$ cat config.mk
export PLATFORM = sky130hd
export DESIGN_NAME = line_flush_fsm
export DESIGN_NICKNAME = d
export VERILOG_FILES = /design/src/common/line_flush_pkg.sv /design/src/line_flush/line_flush_fsm.sv
export VERILOG_INCLUDE_DIRS = /design/src /design/src/common
export SDC_FILE = /design/constraint.sdc
export NUM_CORES = 1
export LEC_CHECK = 0
export ABC_AREA = 1
export BUFFER_PORTS_ARGS = -buffer_cell sky130_fd_sc_hd__buf_2
export CORE_AREA = 2 2 39 41
export CTS_BUF_LIST = sky130_fd_sc_hd__clkbuf_2 sky130_fd_sc_hd__clkbuf_4 sky130_fd_sc_hd__clkbuf_8
export DETAILED_ROUTE_END_ITERATION = 16
export DIE_AREA = 0 0 41 43
export SLEW_MARGIN = 10
export SYNTH_ARGS = -nofsm -noshare
export SYNTH_HDL_FRONTEND = slang
export SYNTH_SLANG_ARGS = --single-unit
$ cat constraint.sdc
create_clock -name clk -period 1 [get_ports clk]
set_input_delay 0.2 -clock clk [delete_from_list [all_inputs] [get_ports clk]]
set_output_delay 0.2 -clock clk [all_outputs]
set_load 0.005 [all_outputs]
$ cat src/common/line_flush_config.svh
`ifndef LINE_FLUSH_CONFIG_SVH
`define LINE_FLUSH_CONFIG_SVH

// geometry of one cache line as the flush engine sees it.
`define LF_WORD_WIDTH 32
`define LF_WORDS_PER_LINE 128

// the cache address is the page number above the word index.
`define LF_PAGE_BITS 2
`define LF_INDEX_BITS 7

`endif

$ cat src/common/line_flush_pkg.sv
`default_nettype none

`include "line_flush_config.svh"

package line_flush_pkg;

    // one cache word.
    typedef logic [`LF_WORD_WIDTH-1:0] word_t;

    // the whole line buffer, word k sits at bits 32k+31 down to 32k.
    typedef logic [`LF_WORD_WIDTH*`LF_WORDS_PER_LINE-1:0] line_t;

    typedef logic [`LF_PAGE_BITS-1:0] page_t;
    typedef logic [`LF_INDEX_BITS-1:0] word_idx_t;

    // page in the upper bits, word index in the lower bits.
    typedef logic [`LF_PAGE_BITS+`LF_INDEX_BITS-1:0] cache_addr_t;

    typedef enum logic [1:0] {
        IDLE  = 2'd0,
        LOAD  = 2'd1, // address and data are captured for the current word.
        WRITE = 2'd2, // the captured word is presented to the cache.
        DONE  = 2'd3
    } flush_state_e;

    // one write command to the cache RAM, taken on every cycle with we high.
    typedef struct packed {
        logic        we;
        cache_addr_t addr;
        word_t       data;
    } cache_wr_t;

endpackage

`default_nettype wire

$ cat src/line_flush/line_flush_fsm.sv
`default_nettype none

module line_flush_fsm (
    input  logic clk,
    input  logic reset,
    input  logic start,
    input  logic last,
    output logic load,
    output logic write,
    output logic done,
    output logic busy
);
    import line_flush_pkg::*;

    flush_state_e state;
    flush_state_e next_state;

    always_ff @(posedge clk or posedge reset) begin
        if (reset) begin
            state <= IDLE;
        end else begin
            state <= next_state;
        end
    end

    // each word costs two cycles, one load followed by one write.
    always_comb begin
        next_state = state;
        case (state)
            IDLE: begin
                if (start) begin // start is only looked at here.
                    next_state = LOAD;
                end
            end
            LOAD: begin
                next_state = WRITE;
            end
            WRITE: begin
                if (last) begin
                    next_state = DONE; // the final word has just been written.
                end else begin
                    next_state = LOAD;
                end
            end
            DONE: begin
                next_state = IDLE;
            end
            default: begin
                next_state = IDLE;
            end
        endcase
    end

    // outputs are a plain decode of the current state.
    always_comb begin
        load  = 1'b0;
        write = 1'b0;
        done  = 1'b0;
        busy  = 1'b1;
        case (state)
            IDLE: begin
                busy = 1'b0;
            end
            LOAD: begin
                load = 1'b1;
            end
            WRITE: begin
                write = 1'b1;
            end
            DONE: begin
                done = 1'b1; // end-of-flush strobe, one cycle long.
            end
            default: begin
                busy = 1'b0;
            end
        endcase
    end

endmodule

`default_nettype wire

==> qor.csv <==
metric,value,unit
finalHoldWorstSlack,0.203,ns
finalCoreUtilization,14.8,%
top_register,state,
drt_pre_antenna_iters,1,
hp-start,start,
die_w,41,microns
track_usage,5.81,%
synthesis.nets,18,
slew_headroom,88.8,%
r2r_setup_slack,0.18,ns
yosys_register_bits,2,
ff_latch_area,50.0,sq um
clock_sinks,2,
post_synth_instance_area,100,sq um
htreeDepth,1,
cpPeakStageDelay,0.41,ns
power_density_over_the_cells,3060,nW/um^2
fin_nets,33,
violations,negative setup slack,
worst-path-stages,4,
yosysWarnings,0,
critPathLaunchType,flip-flop,
die_area,1760,sq um
final_area,205,sq um
grt_first_pass_wirelength,496,microns
drc,0,
leakage,0.127,nW
worst_setup_path_end_kind,primary output,
total_area_of_multi_input_combinational_cells,33.8,sq um
final.period_utilization,111,%
fmax,900,MHz
synthToLayoutAreaGrowth,105,%
crit_path_cell_trace,inv_2 -> nand2_2 -> inv_2 -> buf_2,
worstHoldPathType,in2reg,
synth.distinct_cells,7,
final_layout_size_suffix_gt1_share,59.3,%
r2r-end,state[1],
clkTransAtPathRegs,0.03,ns
worstSkewPairLatency,0.22,ns
wire_per_inst,8.16,microns
critical_path.reg2reg.startpoint,state[0],
min_period,1.11,ns
postSynthAreaPerCell,7.15,sq um
antenna-diode-count,0,
max-cap-violations,0,
worst_ep_required_time,0.80,ns
timing.setup.critical_path_class,reg2out,
tritoncts_clock_tree,yes,
timing.critical_path.buf_inv,3,
final.fill_count,161,
rsz0062_at_grt,yes,
via_count,134,
drt-initial-drc-count,0,
top_level_ports,8,
hold_depth,2,
layout_setup_ws,-0.111,ns
critical_path_peak_fanout,4,
dpl.cell_count,37,
critical-path-top-delay-family,flip-flops,
grt_antenna_before_repair,0,
detail-route-antenna-nets,0,
status,"complete, but fails checks",
first_global_vias,143,
floorplan.core_area,1380,sq um
grt_remaining_overflow,0,
cts_made_buffers,3,
largest_reg_flops,2,
final-max-slew-violation-count,0,
reg_top3,state (2),
synth_cells,14,
worstHoldEndpoint,state[0],
wirelength,351,microns
clock_tree.buffer_depth,2,
critical_path_s_slowest_cell,dfrtp_1,
cts.root.buffer_cell,clkbuf_4,
worst-slew-pin-transition,0.168,ns
die_y,43,microns
critical_path.most_common_cell,inv_2,
clock_skew,0.000297,ns
hold_viol_final,0,
finalSetupViolCount,4,
r2r.worst_path.cells,4,
grt_start_max_net_pins,5,
fin_setup_tns,-0.346,ns
start_util,7.23,%
finalNonFillerCells,43,
place.port_buffers,7,
vias_per_cell,3.12,
seq_area_frac_synth,50.0,%
critical_path_arrival,0.91,ns
place.gp.congestion,0.535,
fp-row-count,14,
worst_supply_voltage_drop_on_vdd,366,uV
detailed_place.area,155,sq um
## report_power, final
group	switching, mW	internal [mW]	total, mW
combinational	0.127	0.152	0.280
clock	0.0448	0.132	0.177
sequential	0.0508	0.120	0.171
total	0.223	0.405	0.628
## stage by stage
stage                     worst slack (ns)  total power, mW
after floorplan                      0.237            0.271
after global placement               0.128            0.362
after detailed placement             0.115            0.370
after CTS                           -0.112            0.634
after global routing                -0.153            0.679
final                               -0.111            0.628
## layout by cell type, fill, tap and decap left out
| master | synthesis | final |
|---|---|---|
| buf_4 | 0 | 2 |
| dfrtp_1 | 2 | 2 |
| inv_1 | 4 | 2 |
| buf_2 | 0 | 7 |
| nand2_1 | 4 | 3 |
| nor2_1 | 1 | 1 |
| dlygate4sd3_1 | 0 | 1 |
| clkbuf_4 | 0 | 3 |
| nand3_1 | 1 | 1 |
| inv_2 | 1 | 3 |
| o21a_1 | 1 | 1 |
| nand2_2 | 0 | 1 |
## kinds of logic after synthesis
family / Yosys count / synth area share (%)
DFF: 2 / 50.0
buffers and inverters: 5 / 18.7
and+or+nand+nor: 6 / 23.7
AOI/OAI and AO/OA: 1 / 7.50
## cells in the mapped netlist
| master | n | area (sq um) |
|---|---|---|
| o21a_1 | 1 | 7.51 |
| nor2_1 | 1 | 3.75 |
| dfrtp_1 | 2 | 50.1 |
| nand3_1 | 1 | 5.00 |
| inv_2 | 1 | 3.75 |
| inv_1 | 4 | 15.0 |
| nand2_1 | 4 | 15.0 |
## final cells by class
| class | instances | area share [%] |
|---|---|---|
| clock buffer | 3 | 11.0 |
| inverter | 5 | 9.15 |
| multi-input combinational | 7 | 16.5 |
| sequential | 2 | 24.4 |
| tap | 16 | 9.76 |
| timing repair buffer | 10 | 29.3 |
## worst max-delay path by stage
stage	startpoint	slack, ns	end
2_1_floorplan	state[1]	0.24	load
3_3_place_gp	state[1]	0.13	load
3_5_place_dp	state[1]	0.11	load
4_1_cts	state[1]	-0.11	load
5_1_grt	state[1]	-0.15	load
6_report	state[1]	-0.11	load
## routing by layer
metal	global-route usage, %	part of all wire [%]	vias to the layer above
li1	-	-	67
met1	1.92	28	60
met2	8.75	59	5
met3	1.57	5.4	2
met4	14.0	7.7	0
met5	0	0	-
## what timing repair did
| item | 4_1_cts | 5_1_grt |
|---|---|---|
| hold endpoints to repair | 2 | 0 |
| hold buffers | 1 | 0 |
| endpoints found under the setup margin | 4 | 4 |
| buffers inserted | 2 | 0 |
| pin swaps | 1 | 3 |
| resized for setup | 2 | 1 |
(Power assumes the default switching activity.)
