[config.mk]
export PLATFORM = sky130hd
export DESIGN_NAME = word_counter
export DESIGN_NICKNAME = d
export VERILOG_FILES = /design/src/common/line_flush_pkg.sv /design/src/line_flush/word_counter.sv
export VERILOG_INCLUDE_DIRS = /design/src /design/src/common
export SDC_FILE = /design/constraint.sdc
export NUM_CORES = 1
export LEC_CHECK = 0
export BUFFER_PORTS_ARGS = -buffer_cell sky130_fd_sc_hd__buf_2
export CAP_MARGIN = 20
export CORE_AREA = 4 4 41 43
export DETAILED_ROUTE_END_ITERATION = 8
export DIE_AREA = 0 0 45 47
export RECOVER_POWER = 25
export SYNTH_ARGS = -nofsm -noshare
export SYNTH_HDL_FRONTEND = slang
export SYNTH_SLANG_ARGS = --single-unit
export TNS_END_PERCENT = 20
[constraint.sdc]
create_clock -name clk -period 1 [get_ports clk]
set_input_delay 0.2 -clock clk [delete_from_list [all_inputs] [get_ports clk]]
set_output_delay 0.2 -clock clk [all_outputs]
set_load 0.02 [all_outputs]
[src/common/line_flush_config.svh]
`ifndef LINE_FLUSH_CONFIG_SVH
`define LINE_FLUSH_CONFIG_SVH

// geometry of one cache line as the flush engine sees it.
`define LF_WORD_WIDTH 32
`define LF_WORDS_PER_LINE 128

// the cache address is the page number above the word index.
`define LF_PAGE_BITS 2
`define LF_INDEX_BITS 7

`endif

[src/common/line_flush_pkg.sv]
`default_nettype none

`include "line_flush_config.svh"

package line_flush_pkg;

    // one cache word.
    typedef logic [`LF_WORD_WIDTH-1:0] word_t;

    // the whole line buffer, word k sits at bits 32k+31 down to 32k.
    typedef logic [`LF_WORD_WIDTH*`LF_WORDS_PER_LINE-1:0] line_t;

    typedef logic [`LF_PAGE_BITS-1:0] page_t;
    typedef logic [`LF_INDEX_BITS-1:0] word_idx_t;

    // page in the upper bits, word index in the lower bits.
    typedef logic [`LF_PAGE_BITS+`LF_INDEX_BITS-1:0] cache_addr_t;

    typedef enum logic [1:0] {
        IDLE  = 2'd0,
        LOAD  = 2'd1, // address and data are captured for the current word.
        WRITE = 2'd2, // the captured word is presented to the cache.
        DONE  = 2'd3
    } flush_state_e;

    // one write command to the cache RAM, taken on every cycle with we high.
    typedef struct packed {
        logic        we;
        cache_addr_t addr;
        word_t       data;
    } cache_wr_t;

endpackage

`default_nettype wire

[src/line_flush/word_counter.sv]
`default_nettype none

`include "line_flush_config.svh"

module word_counter (
    input  logic                      clk,
    input  logic                      reset,
    input  logic                      write,
    output line_flush_pkg::word_idx_t index,
    output logic                      last
);
    import line_flush_pkg::*;

    localparam word_idx_t LAST_INDEX = word_idx_t'(`LF_WORDS_PER_LINE - 1);

    // the index moves on at the end of every write cycle, so the next
    // load step already sees the following word.
    always_ff @(posedge clk or posedge reset) begin
        if (reset) begin
            index <= '0;
        end else if (write) begin
            index <= index + word_idx_t'(1); // wraps to zero by the time DONE is reached.
        end
    end

    assign last = (index == LAST_INDEX);

endmodule

`default_nettype wire

==> results.txt, run 1 <==
----------------------------------------------------
[Detailed routing]
  Metal2 WL ... 310 um
  WL per Instance ... roughly 10 um
  Total via count in the routed design ... 277
  Detail Route met3 WL ... 65 um
  Total wire length ... 691 um
  DRC violation count after routing ... 0
  Detailed Routing Iterations Pass 1 ... 2
  Uppermost layer routed ... met3
  Count of antenna-violating nets left after detailed routing ... 0
  First DRT Iteration DRCs ... 1
  Detail-routed via count per cell ... ~4.2
  Metal-1 WL ... 316 um

[Placement]
  Final weighted congestion in routability-driven placement ... 0.714
  Number of buffers added on ports ... 10
  Half-perimeter wire length after placement ... ~510 um
  Placement Setup Slack ... -112 ps

[Finish]
  Final standard cell utilization of the core ... 44.3%
  Flip-flop count of the largest register after layout ... 7
  Fraction of layout instances using a drive strength above 1 ... 58.8%
  Leading registers by flop count ... index x7
  Most flops, register ... index
  Area Growth Syn to Fin ... 85.1%
  Net count reported at finish ... 56
  Number of antenna cells inserted ... 0

[Worst hold path]
  Worst min-delay path category ... in2reg
  Number of cells on the worst hold path ... 2

[STA]
  Final count of pins violating max slew ... 0
  Period utilisation layout ... 130%
  Max frequency ... 0.771 GHz
  Final hold violation count ... 0
  Final WS setup ... -297 ps
  Worst clock skew on the final layout ... 5.65 ps
  Max transition margin ... 81.6%
  Measured slew at the worst slew-check pin ... 275 ps
  Unrepaired setup endpoints after global routing ... true
  Minimum clock period after layout ... around 1300 ps
  Number of setup violations in the final report ... 10
  Final-layout worst hold slack ... 218 ps

[Setup path]
  Critical path fanouts, max ... 2
  Cell depth of the worst flop-to-flop path ... 4
  Required @ worst endpoint ... 800 ps
  Type of the worst setup path ... reg2out
  Critical path arrival ... 1100 ps
  CP Launch Type ... flip-flop
  Critical Path Slowest Stage Cell ... dfrtp_2
  List of cells traversed by the critical path ... ha_4 -> nand2_2 -> nor3_4 -> buf_6
  Endpoint type of the worst setup path ... output pin
  Longest individual stage delay on the worst path ... 390 ps

[Floorplan]
  Die extent in y ... 47 um
  Initial standard-cell utilization of the core ... a little under a quarter
  Site Rows ... 13
  Placeable core region ... 1300 um2
  Number of ports placed on the die boundary ... 11
  Die X-Extent ... 45 um
  Die footprint ... approximately 2100 um2

[Global route]
  Largest net degree at the start of global routing ... 8
  Number of global-route vias before repair ... 286
  Number of antenna violations at the first check in global routing ... 0
  Overflow after GRT ... 0
  Total global-route track usage ... 8.84%
  First-pass GRT wire length ... 1270 um

[Synthesis]
  Synthesized flop and latch total ... 7
  Area of the mapped netlist ... 312 um2
  Top area cells in the synthesized netlist ... dfrtp_1 56%, xnor2_1 8.4%, xor2_1 8.4%
  Synth top area share ... 56.2%
  Nets in the synthesized netlist ... 31
  Synthesis warning total ... 0
  Register area share after synthesis ... between 50% and 60%
  Syn Area/Cell ... 11.5 um2
  Netlist cell types ... 11
  Mapped Cells ... 27
  Most area-hungry cell type in the Yosys netlist ... dfrtp_1

[Pwr]
  Highest ir drop seen on vdd ... ~1300 uV
  Tot Pwr ... 2.00 mW
  P_leak ... 0.282 nW
  Pwr per Cell Area ... approximately 3500 nW/um2

[Clock tree]
  CTS buffer count ... 3
  Buffer type at the clock tree root ... clkbuf_4
  CTS clock-pin slew for the worst setup and hold paths ... 60 ps
  Maximum clock path buffer count ... 2
  Post-CTS setup buffer count ... 0
  Worst skew pair latency ... 250 ps
  CTS tree ... done
  CTS Sinks ... 7
  Level count of the clock H-tree ... 1

[Flow run]
  Number of maximum-capacitance constraint violations ... 0

[Outcome]
  Violations in the final reports ... setup timing
  Status ... finished, violations left

----------------------------------------------------
[area by class of cell]
| cell class | count | area [um2] |
|---|---|---|
| repair buffers | 20 | 189 |
| well taps | 15 | 18.8 |
| multi-input cells | 19 | 161 |
| clock buffers | 4 | 26.3 |
| fillers | 136 | 724 |
| flip-flops and latches | 7 | 178 |
| inverters | 1 | 3.75 |
[metal layers]
metal	global-route usage, %	up-vias
met2	12.4	10
li1	-	141
met3	2.30	0
met4	7.02	0
met1	11.4	126
met5	0	-
[logic make-up (layout without fill, tap and decap cells)]
family / Yosys count / count (layout) / synth area share, %
adders and majority gates: 1 / 1 / 4.02
and+or+nand+nor: 11 / 11 / 18.1
DFF: 7 / 7 / 56.2
xor gates and xnor gates: 6 / 6 / 16.9
muxes: 1 / 1 / 3.61
buffers and inverters: 1 / 25 / 1.20
[stage by stage]
step	TNS, ps	area (um2)	std cells
detailed placement	-244	462	61
global placement	-254	462	61
floorplan	-435	325	27
CTS	-1310	554	66
finish	-1130	577	66
global route	-1560	577	66
[where the power goes]
group | internal (mW) | leakage [nW] | switching, mW | total (mW)
Clock | 0.152 | 0.0150 | 0.105 | 0.257
Sequential | 0.432 | 0.0839 | 0.116 | 0.548
Combinational | 0.664 | 0.183 | 0.532 | 1.20
Total | 1.25 | 0.282 | 0.752 | 2.00
[layout by cell type (no fill, tap or decap), drive strengths merged]
master / count
buf: 19
nor2: 2
xnor2: 3
dfrtp: 7
dlygate4sd3: 1
nor3: 1
nand4: 3
mux2: 1
xor2: 3
nand2: 5
clkbuf: 4
ha: 1
inv: 1
[critical path: cells and delay by family, from the launching register on]
family,cells,cell delay [ps]
DFF,1,390
and+or+nand+nor,2,170
adders and majority gates,1,140
buffers and inverters,1,140
[what timing repair did]
action	4_1_cts	5_1_grt
gates resized for setup	16	7
hold buffers	1	0
endpoints found under the hold margin	7	0
pin swaps	1	0
gates cloned	0	0
setup endpoints to repair	11	12
[synthesized netlist by cell type (all sizes together)]
master and instances:
mux2 1, dfrtp 7, xnor2 3, xor2 3, ha 1, nand4 3
nor2 2, nor3 1, inv 1, nand2 5
[path summary, 6_finish.rpt]
check / start / endpoint / slack, ps
setup / recovery: index[0] / last / -300
setup reg to reg: index[0] / index[4] / -30
min in group asynchronous: reset / index[5] / 420
max in group asynchronous: reset / index[0] / 340
hold / removal: write / index[0] / 220
hold reg to reg: index[6] / index[6] / 570
No activity file was read; power rests on OpenSTA's default activity.
==> run 2, diff against run 1 <==
--- a/config.mk
+++ b/config.mk
@@ -14,2 +14,3 @@
 export RECOVER_POWER = 25
+export SLEW_MARGIN = 25
 export SYNTH_ARGS = -nofsm -noshare
==> constraint.sdc (replaced) <==
create_clock -name clk -period 1 [get_ports clk]
set_input_delay 0.1 -clock clk [delete_from_list [all_inputs] [get_ports clk]]
set_output_delay 0.1 -clock clk [all_outputs]
set_load 0.02 [all_outputs]
==> run 2 against run 1 <==
  * Cell area shrank 4.3%
  * Critical path depth is the same
  * Maximum frequency up 7.5%
  * The flow still finishes with violations (setup timing)
  * Largest power group unchanged
  * Sequential cell count unchanged
  * Power fell by 2.0%
  * Largest cell class is now flip-flops and latches
  * Clock-buffer cell count unchanged
  * Utilization fell by 1.9 points
  * First-iteration DRC count rose to 3.0 times the previous value
  * Setup slack gained 91 ps
  * Die area unchanged
==> results.txt, run 2 (synthesized netlist as in run 1, its figures left out) <==
----------------------------------------------------
[STA]
  Unrepaired setup endpoints after global routing ... true
  Number of setup violations in the final report ... 9 (-1)
  Max transition margin ... 81.0% (-0.66 points)
  Final WS setup ... -206 ps (+90.9 ps)
  Final count of pins violating max slew ... 0 (unchanged)
  Max frequency ... 0.829 GHz (+7.5%)
  Period utilisation layout ... 121% (-9.1 points)
  Measured slew at the worst slew-check pin ... 285 ps (+9.96 ps)
  Worst clock skew on the final layout ... 2.53 ps (-3.12 ps)
  Final hold violation count ... 0 (unchanged)
  Minimum clock period after layout ... 1210 ps (-90.9 ps)

[Setup path]
  Type of the worst setup path ... reg2out
  Critical path arrival ... 1110 ps (about the same)
  Endpoint type of the worst setup path ... output pin
  Required @ worst endpoint ... 900 ps (+100 ps)
  CP Launch Type ... flip-flop
  Critical path fanouts, max ... 2 (unchanged)

[Clock tree]
  Worst skew pair latency ... 260 ps (about the same)
  CTS Sinks ... 7 (unchanged)
  CTS tree ... done
  CTS buffer count ... 3 (unchanged)
  Level count of the clock H-tree ... 1 (unchanged)
  CTS clock-pin slew for the worst setup and hold paths ... 50 ps (about the same)
  Buffer type at the clock tree root ... clkbuf_4
  Maximum clock path buffer count ... 2 (unchanged)

[Global route]
  Largest net degree at the start of global routing ... 8 (unchanged)
  Total global-route track usage ... 9.24% (+0.40 points)
  Number of antenna violations at the first check in global routing ... 0 (unchanged)
  First-pass GRT wire length ... 1280 um (+1.1%)
  Number of global-route vias before repair ... 304 (+6.3%)
  Overflow after GRT ... 0 (unchanged)

[Placement]
  Placed insts ... 57 (-6.6%)
  Placement Setup Slack ... -39.3 ps (+72.2 ps)
  Final weighted congestion in routability-driven placement ... 0.687 (-3.8%)
  Number of buffers added on ports ... 10 (unchanged)
  Area after detailed placement ... 434 um2 (-6.0%)
  Half-perimeter wire length after placement ... 505 um (-0.71%)

[Floorplan]
  Die extent in y ... 47 um (unchanged)
  Placeable core region ... 1300 um2 (unchanged)
  Die X-Extent ... 45 um (unchanged)
  Number of ports placed on the die boundary ... 11 (unchanged)
  Initial standard-cell utilization of the core ... 23.9% (unchanged)
  Site Rows ... 13 (unchanged)
  Die footprint ... 2120 um2 (unchanged)

[Pwr]
  P_leak ... 0.274 nW (-2.8%)
  Highest ir drop seen on vdd ... 1330 uV (+4.1%)
  Pwr per Cell Area ... 3550 nW/um2 (+2.5%)

[Finish]
  Leading registers by flop count ... index x7
  Net count reported at finish ... 54 (-3.6%)
  Finished Cell Area ... 552 um2 (-4.3%)
  Fraction of layout instances using a drive strength above 1 ... 59.2% (+0.36 points)
  Most flops, register ... index
  Fill cell instance count of the final layout ... 137 (+0.74%)
  Cell Count, Final, Fillers Out ... 64 (-3.0%)
  Final standard cell utilization of the core ... 42.4% (-1.9 points)
  Highest-count cells in the layout ignoring fill and taps ... 8 x buf_6, 5 x dfrtp_1, 5 x buf_4
  Most frequent standard cell in the layout excluding fill and tap cells ... buf_6
  Number of antenna cells inserted ... 0 (unchanged)
  Area Growth Syn to Fin ... 77.1%
  Flip-flop count of the largest register after layout ... 7 (unchanged)

[Detailed routing]
  WL per Instance ... 11.6 um (+11%)
  Count of antenna-violating nets left after detailed routing ... 0 (unchanged)
  Detailed Routing Iterations Pass 1 ... 4 (+2)
  Total via count in the routed design ... 284 (+2.5%)
  DRC violation count after routing ... 0 (unchanged)
  Detail-routed via count per cell ... 4.44 (+5.7%)
  First DRT Iteration DRCs ... 3 (+2)
  Total wire length ... 741 um (+7.2%)

[Outcome]
  Status ... finished, violations left
  Violations in the final reports ... setup timing

[Worst hold path]
  Worst min-delay path category ... in2reg

[Flow run]
  Number of maximum-capacitance constraint violations ... 0 (unchanged)

----------------------------------------------------
[run 2: changes by cell type in the layout (fill, tap and decap cells not counted)]
cell,change
nor2_2,-1
buf_4,-1
buf_6,-3
nor2_1,+1
mux2_2,-1
nand2_2,+2
mux2_4,+1
buf_2,+2
nand2_1,-2
[run 2: worst max-delay path, stage by stage (launching register included)]
cell and delay, ps:
dfrtp_2 380, ha_4 140, nand2_2 70, nor3_4 120, buf_6 140
[run 2: per-stage QoR]
stage                     setup TNS [ps]  total power, mW  hold slack, ps
after CTS                           -519             1.88             115
after global placement             -60.2             1.35            46.3
after detailed placement           -82.3             1.36            44.0
after floorplan                     -304             1.01           -96.7
final                               -615             1.96             132
after global routing                -984             2.09             133
[run 2: cell type report]
type                       count  area, um2  area share, %
multi-input combinational     19        168           30.4
sequential                     7        178           32.2
inverter                       1       3.75          0.680
timing repair buffer          18        158           28.6
tap                           15       18.8           3.40
clock buffer                   4       26.3           4.76
[run 2: worst paths after layout]
check | start | slack (ps) | to | cells past startpoint
min in group asynchronous | reset | 320 | index[2] | 3
setup reg to reg | index[1] | -50 | index[1] | 3
hold / removal | write | 130 | index[0] | 2
hold reg to reg | index[6] | 500 | index[6] | 1
setup / recovery | index[0] | -210 | last | 4
max in group asynchronous | reset | 440 | index[1] | 3
[run 2: per-layer routing]
layer | track usage [%] | up-vias | routed length (um)
met5 | 0 | - | 0
met4 | 10.5 | 0 | 30
met3 | 3.83 | 3 | 45
met2 | 13.6 | 9 | 348
met1 | 9.32 | 139 | 317
li1 | - | 133 | -
[run 2: power breakdown]
part	leakage [nW]	switching (mW)	internal (mW)
logic	0.175	0.501	0.616
clock network	0.0150	0.112	0.153
registers	0.0839	0.147	0.432
total	0.274	0.759	1.20
[run 2: repair_timing]
action	in CTS	in global routing
hold buffers	1	0
setup buffers	1	2
endpoints found under the setup margin	8	10
gates resized for setup	15	4
pin swaps	3	1
hold endpoints to repair	7	0
